$ cat config.mk
export PLATFORM = sky130hd
export DESIGN_NAME = controller_input_top
export DESIGN_NICKNAME = d
export VERILOG_FILES = /design/src/pad_pkg.sv /design/src/controller_input_top.sv /design/src/player_allocator.sv /design/src/llapi_pad_mapper.sv
export SDC_FILE = /design/constraint.sdc
export NUM_CORES = 1
export LEC_CHECK = 0
export ABC_AREA = 1
export BUFFER_PORTS_ARGS = -buffer_cell sky130_fd_sc_hd__buf_2
export CORE_AREA = 2 2 185 187
export DETAILED_ROUTE_END_ITERATION = 10
export DIE_AREA = 0 0 187 189
export GPL_TIMING_DRIVEN = 0
export PLACE_DENSITY = 0.57
export SLEW_MARGIN = 20
export SYNTH_ARGS = -nofsm -noshare
export SYNTH_HDL_FRONTEND = slang
export SYNTH_SLANG_ARGS = --single-unit
$ cat constraint.sdc
create_clock -name clk_1x -period 1.1 [get_ports clk_1x]
set_input_delay 0.33 -clock clk_1x [delete_from_list [all_inputs] [get_ports clk_1x]]
set_output_delay 0.33 -clock clk_1x [all_outputs]
set_load 0.01 [all_outputs]
$ cat src/pad_pkg.sv
package pad_pkg;

	// ========================================================================
	// Serial port words
	// ========================================================================

	// Decoded button word from one serial port
	localparam int LL_BUTTONS_W = 32;

	// Analog word from one serial port
	// Only the left stick in the low 16 bits is used
	localparam int LL_ANALOG_W = 72;

	// Device type code reported by the link
	localparam int LL_TYPE_W = 8;

	// Button word after remapping into player order
	localparam int LL_PAD_W = 14;

	// ========================================================================
	// Player words
	// ========================================================================

	// Player and USB button word
	// Serial pads are zero-extended up to this width
	localparam int PLAYER_PAD_W = 20;

	// One stick axis
	localparam int AXIS_W = 8;

	// Packed stick word, Y in the high byte and X in the low byte
	localparam int STICK_W = 2 * AXIS_W;

	// Player slots fed to the console
	localparam int NUM_PLAYERS = 4;

	// ========================================================================
	// Device types and defaults
	// ========================================================================

	// No pad attached, or a pad the core does not understand
	localparam logic [LL_TYPE_W-1:0] LL_TYPE_NONE = 8'd0;

	// Link still looking for a pad
	localparam logic [LL_TYPE_W-1:0] LL_TYPE_SEARCHING = 8'd255;

	// Raw stick bytes are unsigned with centre at 128
	localparam int DEFAULT_STICK_OFFSET = 128;

	// Which serial ports take player slots
	typedef enum logic [1:0] {
		ALLOC_NONE   = 2'd0,
		ALLOC_A_ONLY = 2'd1,
		ALLOC_B_ONLY = 2'd2,
		ALLOC_BOTH   = 2'd3
	} alloc_mode_t;

endpackage
$ cat src/controller_input_top.sv
`timescale 1ns/100ps

module controller_input_top import pad_pkg::*; #(
	parameter int STICK_OFFSET = DEFAULT_STICK_OFFSET
) (
	input  logic                    clk_1x,
	input  logic                    RESET,

	// Serial port A, decoded by the link
	input  logic [LL_BUTTONS_W-1:0] ll_buttons_a,
	input  logic [LL_ANALOG_W-1:0]  ll_analog_a,
	input  logic [LL_TYPE_W-1:0]    ll_type_a,
	input  logic                    ll_en_a,

	// Serial port B, decoded by the link
	input  logic [LL_BUTTONS_W-1:0] ll_buttons_b,
	input  logic [LL_ANALOG_W-1:0]  ll_analog_b,
	input  logic [LL_TYPE_W-1:0]    ll_type_b,
	input  logic                    ll_en_b,

	// USB pads
	input  logic [PLAYER_PAD_W-1:0] usb0_buttons,
	input  logic [PLAYER_PAD_W-1:0] usb1_buttons,
	input  logic [PLAYER_PAD_W-1:0] usb2_buttons,
	input  logic [STICK_W-1:0]      usb0_stick,
	input  logic [STICK_W-1:0]      usb1_stick,
	input  logic [STICK_W-1:0]      usb2_stick,

	// Player slots
	output logic [PLAYER_PAD_W-1:0] player0_buttons,
	output logic [PLAYER_PAD_W-1:0] player1_buttons,
	output logic [PLAYER_PAD_W-1:0] player2_buttons,
	output logic [PLAYER_PAD_W-1:0] player3_buttons,
	output logic [STICK_W-1:0]      player0_stick,
	output logic [STICK_W-1:0]      player1_stick,
	output logic [STICK_W-1:0]      player2_stick,
	output logic [STICK_W-1:0]      player3_stick,
	output logic                    osd_button
);

	logic [LL_PAD_W-1:0] a_buttons;
	logic [STICK_W-1:0]  a_stick;
	logic                a_present;
	logic                a_combo;
	logic [LL_PAD_W-1:0] b_buttons;
	logic [STICK_W-1:0]  b_stick;
	logic                b_present;
	logic                b_combo;

	// One mapper per serial port
	llapi_pad_mapper #(
		.STICK_OFFSET (STICK_OFFSET)
	) map_a_i (
		.clk_1x      (clk_1x),
		.RESET       (RESET),
		.ll_buttons  (ll_buttons_a),
		.ll_analog   (ll_analog_a),
		.ll_type     (ll_type_a),
		.ll_en       (ll_en_a),
		.pad_buttons (a_buttons),
		.stick       (a_stick),
		.present     (a_present),
		.osd_combo   (a_combo)
	);

	llapi_pad_mapper #(
		.STICK_OFFSET (STICK_OFFSET)
	) map_b_i (
		.clk_1x      (clk_1x),
		.RESET       (RESET),
		.ll_buttons  (ll_buttons_b),
		.ll_analog   (ll_analog_b),
		.ll_type     (ll_type_b),
		.ll_en       (ll_en_b),
		.pad_buttons (b_buttons),
		.stick       (b_stick),
		.present     (b_present),
		.osd_combo   (b_combo)
	);

	// USB pads skip the mapper stage and arrive one cycle ahead
	player_allocator alloc_i (
		.clk_1x          (clk_1x),
		.RESET           (RESET),
		.a_buttons       (a_buttons),
		.a_stick         (a_stick),
		.a_present       (a_present),
		.a_combo         (a_combo),
		.b_buttons       (b_buttons),
		.b_stick         (b_stick),
		.b_present       (b_present),
		.b_combo         (b_combo),
		.usb0_buttons    (usb0_buttons),
		.usb1_buttons    (usb1_buttons),
		.usb2_buttons    (usb2_buttons),
		.usb0_stick      (usb0_stick),
		.usb1_stick      (usb1_stick),
		.usb2_stick      (usb2_stick),
		.player0_buttons (player0_buttons),
		.player1_buttons (player1_buttons),
		.player2_buttons (player2_buttons),
		.player3_buttons (player3_buttons),
		.player0_stick   (player0_stick),
		.player1_stick   (player1_stick),
		.player2_stick   (player2_stick),
		.player3_stick   (player3_stick),
		.osd_button      (osd_button)
	);

endmodule

$ cat src/player_allocator.sv
`timescale 1ns/100ps

module player_allocator import pad_pkg::*; (
	input  logic                    clk_1x,
	input  logic                    RESET,

	// Serial port A mapper
	input  logic [LL_PAD_W-1:0]     a_buttons,
	input  logic [STICK_W-1:0]      a_stick,
	input  logic                    a_present,
	input  logic                    a_combo,

	// Serial port B mapper
	input  logic [LL_PAD_W-1:0]     b_buttons,
	input  logic [STICK_W-1:0]      b_stick,
	input  logic                    b_present,
	input  logic                    b_combo,

	// USB pads from the host
	input  logic [PLAYER_PAD_W-1:0] usb0_buttons,
	input  logic [PLAYER_PAD_W-1:0] usb1_buttons,
	input  logic [PLAYER_PAD_W-1:0] usb2_buttons,
	input  logic [STICK_W-1:0]      usb0_stick,
	input  logic [STICK_W-1:0]      usb1_stick,
	input  logic [STICK_W-1:0]      usb2_stick,

	// Player slots
	output logic [PLAYER_PAD_W-1:0] player0_buttons,
	output logic [PLAYER_PAD_W-1:0] player1_buttons,
	output logic [PLAYER_PAD_W-1:0] player2_buttons,
	output logic [PLAYER_PAD_W-1:0] player3_buttons,
	output logic [STICK_W-1:0]      player0_stick,
	output logic [STICK_W-1:0]      player1_stick,
	output logic [STICK_W-1:0]      player2_stick,
	output logic [STICK_W-1:0]      player3_stick,
	output logic                    osd_button
);

	alloc_mode_t             mode;
	logic [PLAYER_PAD_W-1:0] a_wide;
	logic [PLAYER_PAD_W-1:0] b_wide;
	logic [PLAYER_PAD_W-1:0] slot_buttons [NUM_PLAYERS];
	logic [STICK_W-1:0]      slot_stick [NUM_PLAYERS];
	logic [PLAYER_PAD_W-1:0] out_buttons [NUM_PLAYERS];
	logic [STICK_W-1:0]      out_stick [NUM_PLAYERS];

	// Serial pads only fill the low bits of a player word
	assign a_wide = {{(PLAYER_PAD_W - LL_PAD_W){1'b0}}, a_buttons};
	assign b_wide = {{(PLAYER_PAD_W - LL_PAD_W){1'b0}}, b_buttons};

	always_comb begin
		case ({a_present, b_present})
			2'b10:   mode = ALLOC_A_ONLY;
			2'b01:   mode = ALLOC_B_ONLY;
			2'b11:   mode = ALLOC_BOTH;
			default: mode = ALLOC_NONE;
		endcase
	end

	// ========================================================================
	// Slot assignment
	// ========================================================================

	// Serial pads go first, USB pads fill what is left
	always_comb begin
		for (int i = 0; i < NUM_PLAYERS; i++) begin
			slot_buttons[i] = '0;
			slot_stick[i]   = '0;
		end
		case (mode)
			ALLOC_A_ONLY: begin
				slot_buttons[0] = a_wide;
				slot_stick[0]   = a_stick;
				slot_buttons[1] = usb0_buttons;
				slot_stick[1]   = usb0_stick;
				slot_buttons[2] = usb1_buttons;
				slot_stick[2]   = usb1_stick;
				slot_buttons[3] = usb2_buttons;
				slot_stick[3]   = usb2_stick;
			end
			ALLOC_B_ONLY: begin
				slot_buttons[0] = b_wide;
				slot_stick[0]   = b_stick;
				slot_buttons[1] = usb0_buttons;
				slot_stick[1]   = usb0_stick;
				slot_buttons[2] = usb1_buttons;
				slot_stick[2]   = usb1_stick;
				slot_buttons[3] = usb2_buttons;
				slot_stick[3]   = usb2_stick;
			end
			// USB pad 2 has no slot left here
			ALLOC_BOTH: begin
				slot_buttons[0] = a_wide;
				slot_stick[0]   = a_stick;
				slot_buttons[1] = b_wide;
				slot_stick[1]   = b_stick;
				slot_buttons[2] = usb0_buttons;
				slot_stick[2]   = usb0_stick;
				slot_buttons[3] = usb1_buttons;
				slot_stick[3]   = usb1_stick;
			end
			// No serial pad means every slot stays empty, USB included
			default: ;
		endcase
	end

	always_ff @(posedge clk_1x) begin
		if (!RESET) begin
			for (int i = 0; i < NUM_PLAYERS; i++) begin
				out_buttons[i] <= '0;
				out_stick[i]   <= '0;
			end
			osd_button <= 1'b0;
		end else begin
			for (int i = 0; i < NUM_PLAYERS; i++) begin
				out_buttons[i] <= slot_buttons[i];
				out_stick[i]   <= slot_stick[i];
			end
			osd_button <= a_combo | b_combo;
		end
	end

	assign player0_buttons = out_buttons[0];
	assign player1_buttons = out_buttons[1];
	assign player2_buttons = out_buttons[2];
	assign player3_buttons = out_buttons[3];
	assign player0_stick   = out_stick[0];
	assign player1_stick   = out_stick[1];
	assign player2_stick   = out_stick[2];
	assign player3_stick   = out_stick[3];

endmodule

$ cat src/llapi_pad_mapper.sv
`timescale 1ns/100ps

module llapi_pad_mapper import pad_pkg::*; #(
	parameter int STICK_OFFSET = DEFAULT_STICK_OFFSET
) (
	input  logic                    clk_1x,
	input  logic                    RESET,
	input  logic [LL_BUTTONS_W-1:0] ll_buttons,
	input  logic [LL_ANALOG_W-1:0]  ll_analog,
	input  logic [LL_TYPE_W-1:0]    ll_type,
	input  logic                    ll_en,
	output logic [LL_PAD_W-1:0]     pad_buttons,
	output logic [STICK_W-1:0]      stick,
	output logic                    present,
	output logic                    osd_combo
);

	// ========================================================================
	// Button remap
	// ========================================================================

	// Source button index for each player bit, bit 13 first
	// C left, C down, C right, C up, Z, R, L, start, B, A, then the d-pad
	localparam int BTN_SRC [LL_PAD_W-1:0] = '{
		2, 3, 9, 8,
		4, 7, 6, 5,
		0, 1,
		27, 26, 25, 24
	};

	// Buttons that make up the menu combination
	localparam int BTN_DOWN  = 26;
	localparam int BTN_START = 5;
	localparam int BTN_FIRST = 0;

	// Offset cut down to one axis
	localparam logic [AXIS_W-1:0] OFFSET_AXIS = AXIS_W'(STICK_OFFSET);

	logic [LL_PAD_W-1:0] pad_map;
	logic [AXIS_W-1:0]   stick_x;
	logic [AXIS_W-1:0]   stick_y;
	logic                pad_seen;
	logic                combo_held;

	always_comb begin
		for (int i = 0; i < LL_PAD_W; i++) begin
			pad_map[i] = ll_buttons[BTN_SRC[i]];
		end
	end

	// ========================================================================
	// Stick re-centring
	// ========================================================================

	// Both axes wrap modulo 256
	assign stick_x = ll_analog[AXIS_W-1:0] - OFFSET_AXIS;
	assign stick_y = ll_analog[STICK_W-1:AXIS_W] - OFFSET_AXIS;

	// ========================================================================
	// Presence and menu combination
	// ========================================================================

	// Type 0 and type 255 both count as no pad
	assign pad_seen = ll_en
		&& (ll_type != LL_TYPE_NONE)
		&& (ll_type != LL_TYPE_SEARCHING);

	// Down + start + first button, taken straight from the raw word
	// so it works even when the pad is not counted as present
	assign combo_held = ll_buttons[BTN_DOWN]
		& ll_buttons[BTN_START]
		& ll_buttons[BTN_FIRST];

	// Payload registers
	always_ff @(posedge clk_1x) begin
		pad_buttons <= pad_map;
		stick       <= {stick_y, stick_x};
	end

	// Status flags
	always_ff @(posedge clk_1x) begin
		if (!RESET) begin
			present   <= 1'b0;
			osd_combo <= 1'b0;
		end else begin
			present   <= pad_seen;
			osd_combo <= combo_held;
		end
	end

endmodule

==> flow_summary.json, run 1 <==
{
  "status": "finished, violations left",
  "failed_checks": "negative setup slack",
  "cp_max_fo": 6,
  "grt_first_pass_wirelength_um": 44900,
  "vias": 8205,
  "die_h_um": 189,
  "hold_class": "primary input to flip-flop",
  "firstDrtPassIters": 6,
  "fin_ws_ns": -0.221,
  "ir_drop_mv": 0.946,
  "place_congestion": 0.835,
  "dpl_cell_area_mm2": 0.00963,
  "vias_per_cell": 4.25,
  "hp-start": "usb0_buttons[14]",
  "grt_usage": 0.166,
  "dp_hpwl_um": 23100,
  "holdPathStages": 3,
  "fp.dieArea_mm2": 0.0353,
  "numCtsBuffers": 25,
  "start_util": 0.222,
  "ys_types": 17,
  "tightest_slew_ns": 0.756,
  "drc_errors": 0,
  "critical_path_class": "flip-flop to flip-flop",
  "areaGrowthSynthToFinish_pct": 89.9,
  "final_cell_mix": "323 x nand2_1, 239 x buf_2, 115 x dfxtp_1",
  "holdPathEnd": "alloc_i.out_buttons[1][14]$_SDFF_PN0_",
  "clk_root_buffer_cell": "clkbuf_16",
  "finalSetupViolCount": 280,
  "synth_area_per_cell_um2": 7.33,
  "finalCritPeriodShare": 1.20,
  "synth_top_cell_by_area": "dfxtp_1",
  "required_ns": 1.55,
  "tritoncts": "built",
  "synth_top_area_frac": 0.550,
  "cp-start-kind": "flip-flop",
  "overflow": 0,
  "fin_worst_skew_ns": 0.0228,
  "worst_setup_path_end_kind": "flip-flop",
  "powerDensity_mw_per_mm2": 1430,
  "slew-limit-headroom": 0.496,
  "worstReg2RegEnd": "alloc_i.out_stick[2][0]$_SDFF_PN0_",
  "synth.ff_latch_count": 203,
  "grt_pass1_vias": 7737,
  "avgRoutedWirePerCell_um": 17.2,
  "maxCapViolations": 0,
  "ios": 481,
  "tns_ns": -48.40,
  "port_buffers": 325,
  "drive_gt1_frac": 0.545,
  "grt_max_degree": 14,
  "final_nets": 1793,
  "synth_area_mm2": 0.00738,
  "drt_wl_total_um": 33100,
  "final_core_util": 0.421,
  "path_clk_slew_ns": 0.06,
  "worstSkewPairLatency_ns": 0.53,
  "reg2regPathDepth": 9,
  "hold_violations": 0,
  "dp_slack_ns": -0.588,
  "slew_violations": 0,
  "num_rows": 67,
  "stdcell_area_mm2": 0.0140,
  "synth_area_leaders": "dfxtp_1 55%, nand2_1 24%, nand3_1 6.8%, inv_1 5.2%, a21oi_1 2.3%",
  "core_mm2": 0.0333,
  "grt_setup_unrepaired": "true",
  "cts_buffer_depth": 3,
  "htree_levels": 1,
  "dr.first_iter.drc_count": 344,
  "fmax_mhz": 757,
  "final_common_cell": "nand2_1",
  "fp.dieW_um": 187,
  "cts_num_sinks": 203,
  "rr_startpoint": "map_a_i.present$_SDFF_PN0_",
  "ys_seq_area_frac": 0.550,
  "antenna_found_initial": 9,
  "ys_warn_count": 0,
  "r2r_slack_ns": -0.22,
  "arrival_ns": 1.77,
  "ant_nets": 0,
  "netlist_instances": 1007,
  "p_leak_nw": 7.63,
  "period_minus_slack_ns": 1.32,
  "fill_cells": 3216
}
[per-stage QoR]
stage | power [mW] | hold slack, ns | instances
floorplan | 8.87 | 0.358 | 1012
global placement | 9.88 | 0.434 | 1785
detailed placement | 9.91 | 0.434 | 1785
CTS | 19.6 | 0.00149 | 1904
global route | 20.7 | 0.0331 | 1924
finish | 20.0 | 0.0463 | 1930
[flip-flops by register name (all words and copies together), names as in the netlist, 14 cells and up]
name / count
alloc_i.out_buttons: 74
map_b_i.pad_buttons: 14
map_a_i.stick: 16
alloc_i.out_stick: 64
map_a_i.pad_buttons: 14
map_b_i.stick: 16
[synthesized netlist by cell type, drive strengths merged]
master	count
dfxtp	203
buf	55
conb	1
a21oi	34
nand2	469
clkbuf	4
nand4	4
nor2	26
o21ai	3
inv	108
nand3	100
[logic make-up after synthesis]
family,count (synthesis),synth area share
flip-flops,203,0.550
other,1,0.000508
buffers and inverters,167,0.0989
AO/OA/AOI/OAI,37,0.0251
AND/OR/NAND/NOR,599,0.325
[report_power, final]
group	internal, mW	leakage (nW)	switching, mW
Sequential	7.76	1.71	0.223
Clock	5.69	0.452	3.33
Combinational	1.47	5.46	1.52
Total	14.9	7.63	5.07
[repair_timing]
item                                    in CTS  in global routing
gates cloned                                 3                 16
pin swaps                                    4                 62
endpoints found under the hold margin       61                  0
hold buffers                                61                  0
setup buffers                               10                  5
gates resized for setup                    269                352
endpoints found under the setup margin     277                277
[metal layers]
metal,GRT usage,vias to the layer above,share of wire
met1,0.218,3830,0.44
met5,0,-,0.00079
met2,0.270,342,0.46
met4,0.0473,4,0.028
li1,-,3960,-
met3,0.0423,69,0.070
[critical path, stage by stage, from the launching register on]
cell and delay [ns]:
dfxtp_4 0.42, inv_4 0.04, nor2_4 0.13, buf_6 0.13
buf_12 0.10, clkbuf_16 0.15, nand2_4 0.05, nand3_2 0.06
nand2_2 0.07, inv_2 0.08
[area by class of cell]
| type | count | area, µm² | share of cell area |
|---|---|---|---|
| inverters | 108 | 425 | 0.0303 |
| well taps | 448 | 561 | 0.0400 |
| plain buffers | 58 | 652 | 0.0465 |
| clock inverters | 15 | 221 | 0.0158 |
| repair buffers | 419 | 3440 | 0.246 |
| diodes | 7 | 17.5 | 0.00125 |
| flip-flops and latches | 203 | 4180 | 0.298 |
| clock buffers | 30 | 694 | 0.0495 |
| multi-input cells | 642 | 3830 | 0.273 |
[worst max path at each step]
stage	cells past startpoint	startpoint	endpoint
detailed placement	5	RESET	alloc_i.out_buttons[1][3]$_SDFF_PN0_
CTS	1	alloc_i.out_buttons[2][6]$_SDFF_PN0_	player2_buttons[6]
finish	9	map_a_i.present$_SDFF_PN0_	alloc_i.out_stick[2][0]$_SDFF_PN0_
floorplan	9	map_a_i.present$_SDFF_PN0_	alloc_i.out_buttons[1][0]$_SDFF_PN0_
global placement	5	RESET	alloc_i.out_buttons[2][10]$_SDFF_PN0_
global route	9	map_a_i.present$_SDFF_PN0_	alloc_i.out_buttons[2][11]$_SDFF_PN0_
Note: power is estimated with default switching activity, not from simulation.
==> inputs of run 2 (changes only) <==
ABC_AREA = 0   (was 1)
CORE_AREA = 2 2 188 190   (was 2 2 185 187)
DIE_AREA = 0 0 190 192   (was 0 0 187 189)
PLACE_DENSITY = 0.55   (was 0.57)
SLEW_MARGIN = 40   (was 20)
clock period = 1.66 ns   (was 1.1 ns; I/O delays follow)
==> flow_summary.json, run 2 <==
{
  "dpl_cell_area_mm2": 0.00966,
  "antenna_found_initial": 11,
  "slew-limit-headroom": 0.528,
  "port_buffers": 326,
  "met1_length_um": 13400,
  "slew_violations": 0,
  "final_core_util": 0.306,
  "synth.ff_latch_count": 203,
  "start_util": 0.217,
  "grt_first_pass_wirelength_um": 42600,
  "hold_violations": 0,
  "die_h_um": 192,
  "required_ns": 2.02,
  "drive_gt1_frac": 0.455,
  "htree_levels": 1,
  "arrival_ns": 1.92,
  "fin_worst_skew_ns": 0.0170,
  "stdcell_area_mm2": 0.0105,
  "ir_drop_mv": 0.697,
  "final_cell_mix": "342 x buf_2, 203 x dfxtp_1, 99 x nor2_1",
  "ys_warn_count": 0,
  "vias": 6697,
  "status": "complete, no violations",
  "fp.dieW_um": 190,
  "avgRoutedWirePerCell_um": 19.8,
  "finalSetupViolCount": 0,
  "fmax_mhz": 642,
  "final_nets": 1394,
  "synth_area_leaders": "dfxtp_1 55%, mux2_2 11%, a22oi_1 6.7%, nor2_1 5.0%, mux2i_1 4.2%",
  "regMostFlops": "alloc_i.out_buttons",
  "core_mm2": 0.0343,
  "yosysMostFrequentCell": "dfxtp_1",
  "p_total_mw": 11.9,
  "critical_path_class": "flip-flop to flip-flop",
  "synthMuxAreaShare": 0.149,
  "synth-main-ff-cell": "dfxtp_1",
  "power_frac_seq": 0.436,
  "wl_met3_um": 2420,
  "tightest_slew_ns": 0.709,
  "synth_fa_ha_area_frac": 0,
  "p_leak_nw": 4.76,
  "critPathSlowestCell": "dfxtp_1",
  "crit_buf_inv": 2,
  "p_clk_frac": 0.440,
  "ys_types": 26,
  "final_common_cell": "buf_2",
  "areaGrowthSynthToFinish_pct": 40.9,
  "clk_root_buffer_cell": "clkbuf_16",
  "top_layer_used": "met5",
  "tritoncts": "built",
  "dp_hpwl_um": 23400,
  "firstDrtPassIters": 4,
  "netlist_instances": 702,
  "dr.first_iter.drc_count": 281,
  "max_stage_delay_ns": 0.36,
  "hold_class": "primary input to flip-flop",
  "ant_nets": 0,
  "reg_top3": "alloc_i.out_buttons: 74 flops, alloc_i.out_stick: 64 flops",
  "crit_family": "buffers and inverters",
  "tns_ns": 0,
  "synth_top_cell_by_area": "dfxtp_1",
  "finalCritPeriodShare": 0.938,
  "synth_area_mm2": 0.00744,
  "cp-start-kind": "flip-flop",
  "synth_top_family_by_area": "multiplexers",
  "stdcell_count": 1537,
  "numCtsBuffers": 23,
  "cts_hold_buf": 0,
  "vias_per_cell": 4.36,
  "drt_wl_total_um": 30400,
  "switching_share": 0.251,
  "drc_errors": 0,
  "ys_seq_area_frac": 0.546,
  "period_minus_slack_ns": 1.56,
  "grt_pass1_vias": 6551,
  "maxCapViolations": 0,
  "synth_edf_count": 0,
  "internal_power_mw": 8.94,
  "fp.dieArea_mm2": 0.0365,
  "num_rows": 68,
  "synth_compound_area_frac": 0.131,
  "wl_met2_um": 13900,
  "async_flop_share": 0,
  "place_congestion": 0.809,
  "largest_reg_flops": 74,
  "overflow": 0,
  "cts_buffer_depth": 3,
  "yosys.area_share.simple": 0.115,
  "synth_xor_xnor_area_share": 0,
  "pwr-share-comb": 0.124,
  "synth_area_per_cell_um2": 10.6,
  "netlist_top_cells_count": "203 x dfxtp_1, 99 x nor2_1, 71 x mux2_2, 66 x a22oi_1",
  "worstSkewPairLatency_ns": 0.53,
  "grt_max_degree": 14,
  "dp_cells": 1488,
  "grt_setup_unrepaired": "false",
  "ios": 481,
  "fill_cells": 3635,
  "synth_top_area_frac": 0.546,
  "path_clk_slew_ns": 0.06,
  "grt_usage": 0.159,
  "cp_cell_sequence": "buf_6 > buf_4 > mux2_2 > a22oi_1 > nor2_1",
  "cts_num_sinks": 203,
  "powerDensity_mw_per_mm2": 1140,
  "p_sw_mw": 3.00,
  "cp_max_fo": 10,
  "worst_setup_path_end_kind": "flip-flop"
}
==> run 2: cell types whose count changed after synthesis, sizes merged, moves of 8 or more <==
cell,previous run,this run
nand2,469,37
inv,108,5
nand3,100,0
nor2,26,99
mux2,0,71
a22oi,0,66
mux2i,0,31
a311oi,0,29
nand2b,0,29
clkbuf,4,12
==> run 2: stage by stage <==
stage | worst slack [ns] | hold WS [ns]
after floorplan | 0.414 | 0.411
after global placement | -0.644 | 0.467
after detailed placement | -0.648 | 0.475
after CTS | 0.0348 | 0.0345
after global routing | 0.00114 | 0.0381
final | 0.103 | 0.0675
==> run 2: path summary, 6_finish.rpt <==
| check | cells past startpoint | from | slack (ns) | end |
|---|---|---|---|---|
| setup reg to reg | 5 | map_a_i.present$_SDFF_PN0_ | 0.10 | alloc_i.out_buttons[3][1]$_SDFF_PN0_ |
| hold reg to reg | 2 | map_a_i.osd_combo$_SDFF_PN0_ | 0.46 | alloc_i.osd_button$_SDFF_PN0_ |
| hold / removal | 1 | ll_buttons_b[7] | 0.07 | map_b_i.pad_buttons[8]$_DFF_P_ |
| setup / recovery | 5 | map_a_i.present$_SDFF_PN0_ | 0.10 | alloc_i.out_buttons[3][1]$_SDFF_PN0_ |
==> run 2: cell type report <==
| type | instances | area, µm² | area share |
|---|---|---|---|
| Sequential cell | 203 | 4060 | 0.387 |
| Multi-Input combinational cell | 434 | 2960 | 0.283 |
| Timing Repair Buffer | 326 | 1630 | 0.156 |
| Clock buffer | 29 | 628 | 0.0599 |
| Tap cell | 455 | 569 | 0.0543 |
| Buffer | 65 | 440 | 0.0420 |
| Clock inverter | 12 | 151 | 0.0144 |
| Antenna cell | 8 | 20.0 | 0.00191 |
| Inverter | 5 | 18.8 | 0.00179 |
==> run 2: power by group through the flow <==
stage | Sequential [mW] | Combinational [mW] | Clock (mW)
5_1_grt | 5.22 | 1.62 | 5.61
4_1_cts | 5.20 | 1.50 | 5.43
3_3_place_gp | 5.31 | 1.47 | 0
2_1_floorplan | 5.39 | 0.665 | 0
3_5_place_dp | 5.31 | 1.49 | 0
6_report | 5.20 | 1.48 | 5.25
==> run 2: logic make-up (layout without fill, tap and decap cells) <==
logic type	count (synthesis)	in the layout
AO/OA/AOI/OAI	137	137
multiplexers	102	102
flip-flops	203	203
AND/OR/NAND/NOR	189	189
buffers and inverters	70	437
other	1	14
==> run 2: metal layers <==
layer,global-route usage,vias to the layer above
met3,0.0449,42
met5,0,-
met4,0.0456,4
met2,0.262,288
met1,0.203,3174
li1,-,3189
==> run 2: timing repair <==
action / in CTS / in global routing
cloned: 0 / 0
endpoints found under the hold margin: 0 / 0
resized for setup: 4 / 8
pin swaps: 0 / 0
buffers inserted: 0 / 0
endpoints found under the setup margin: 24 / 7
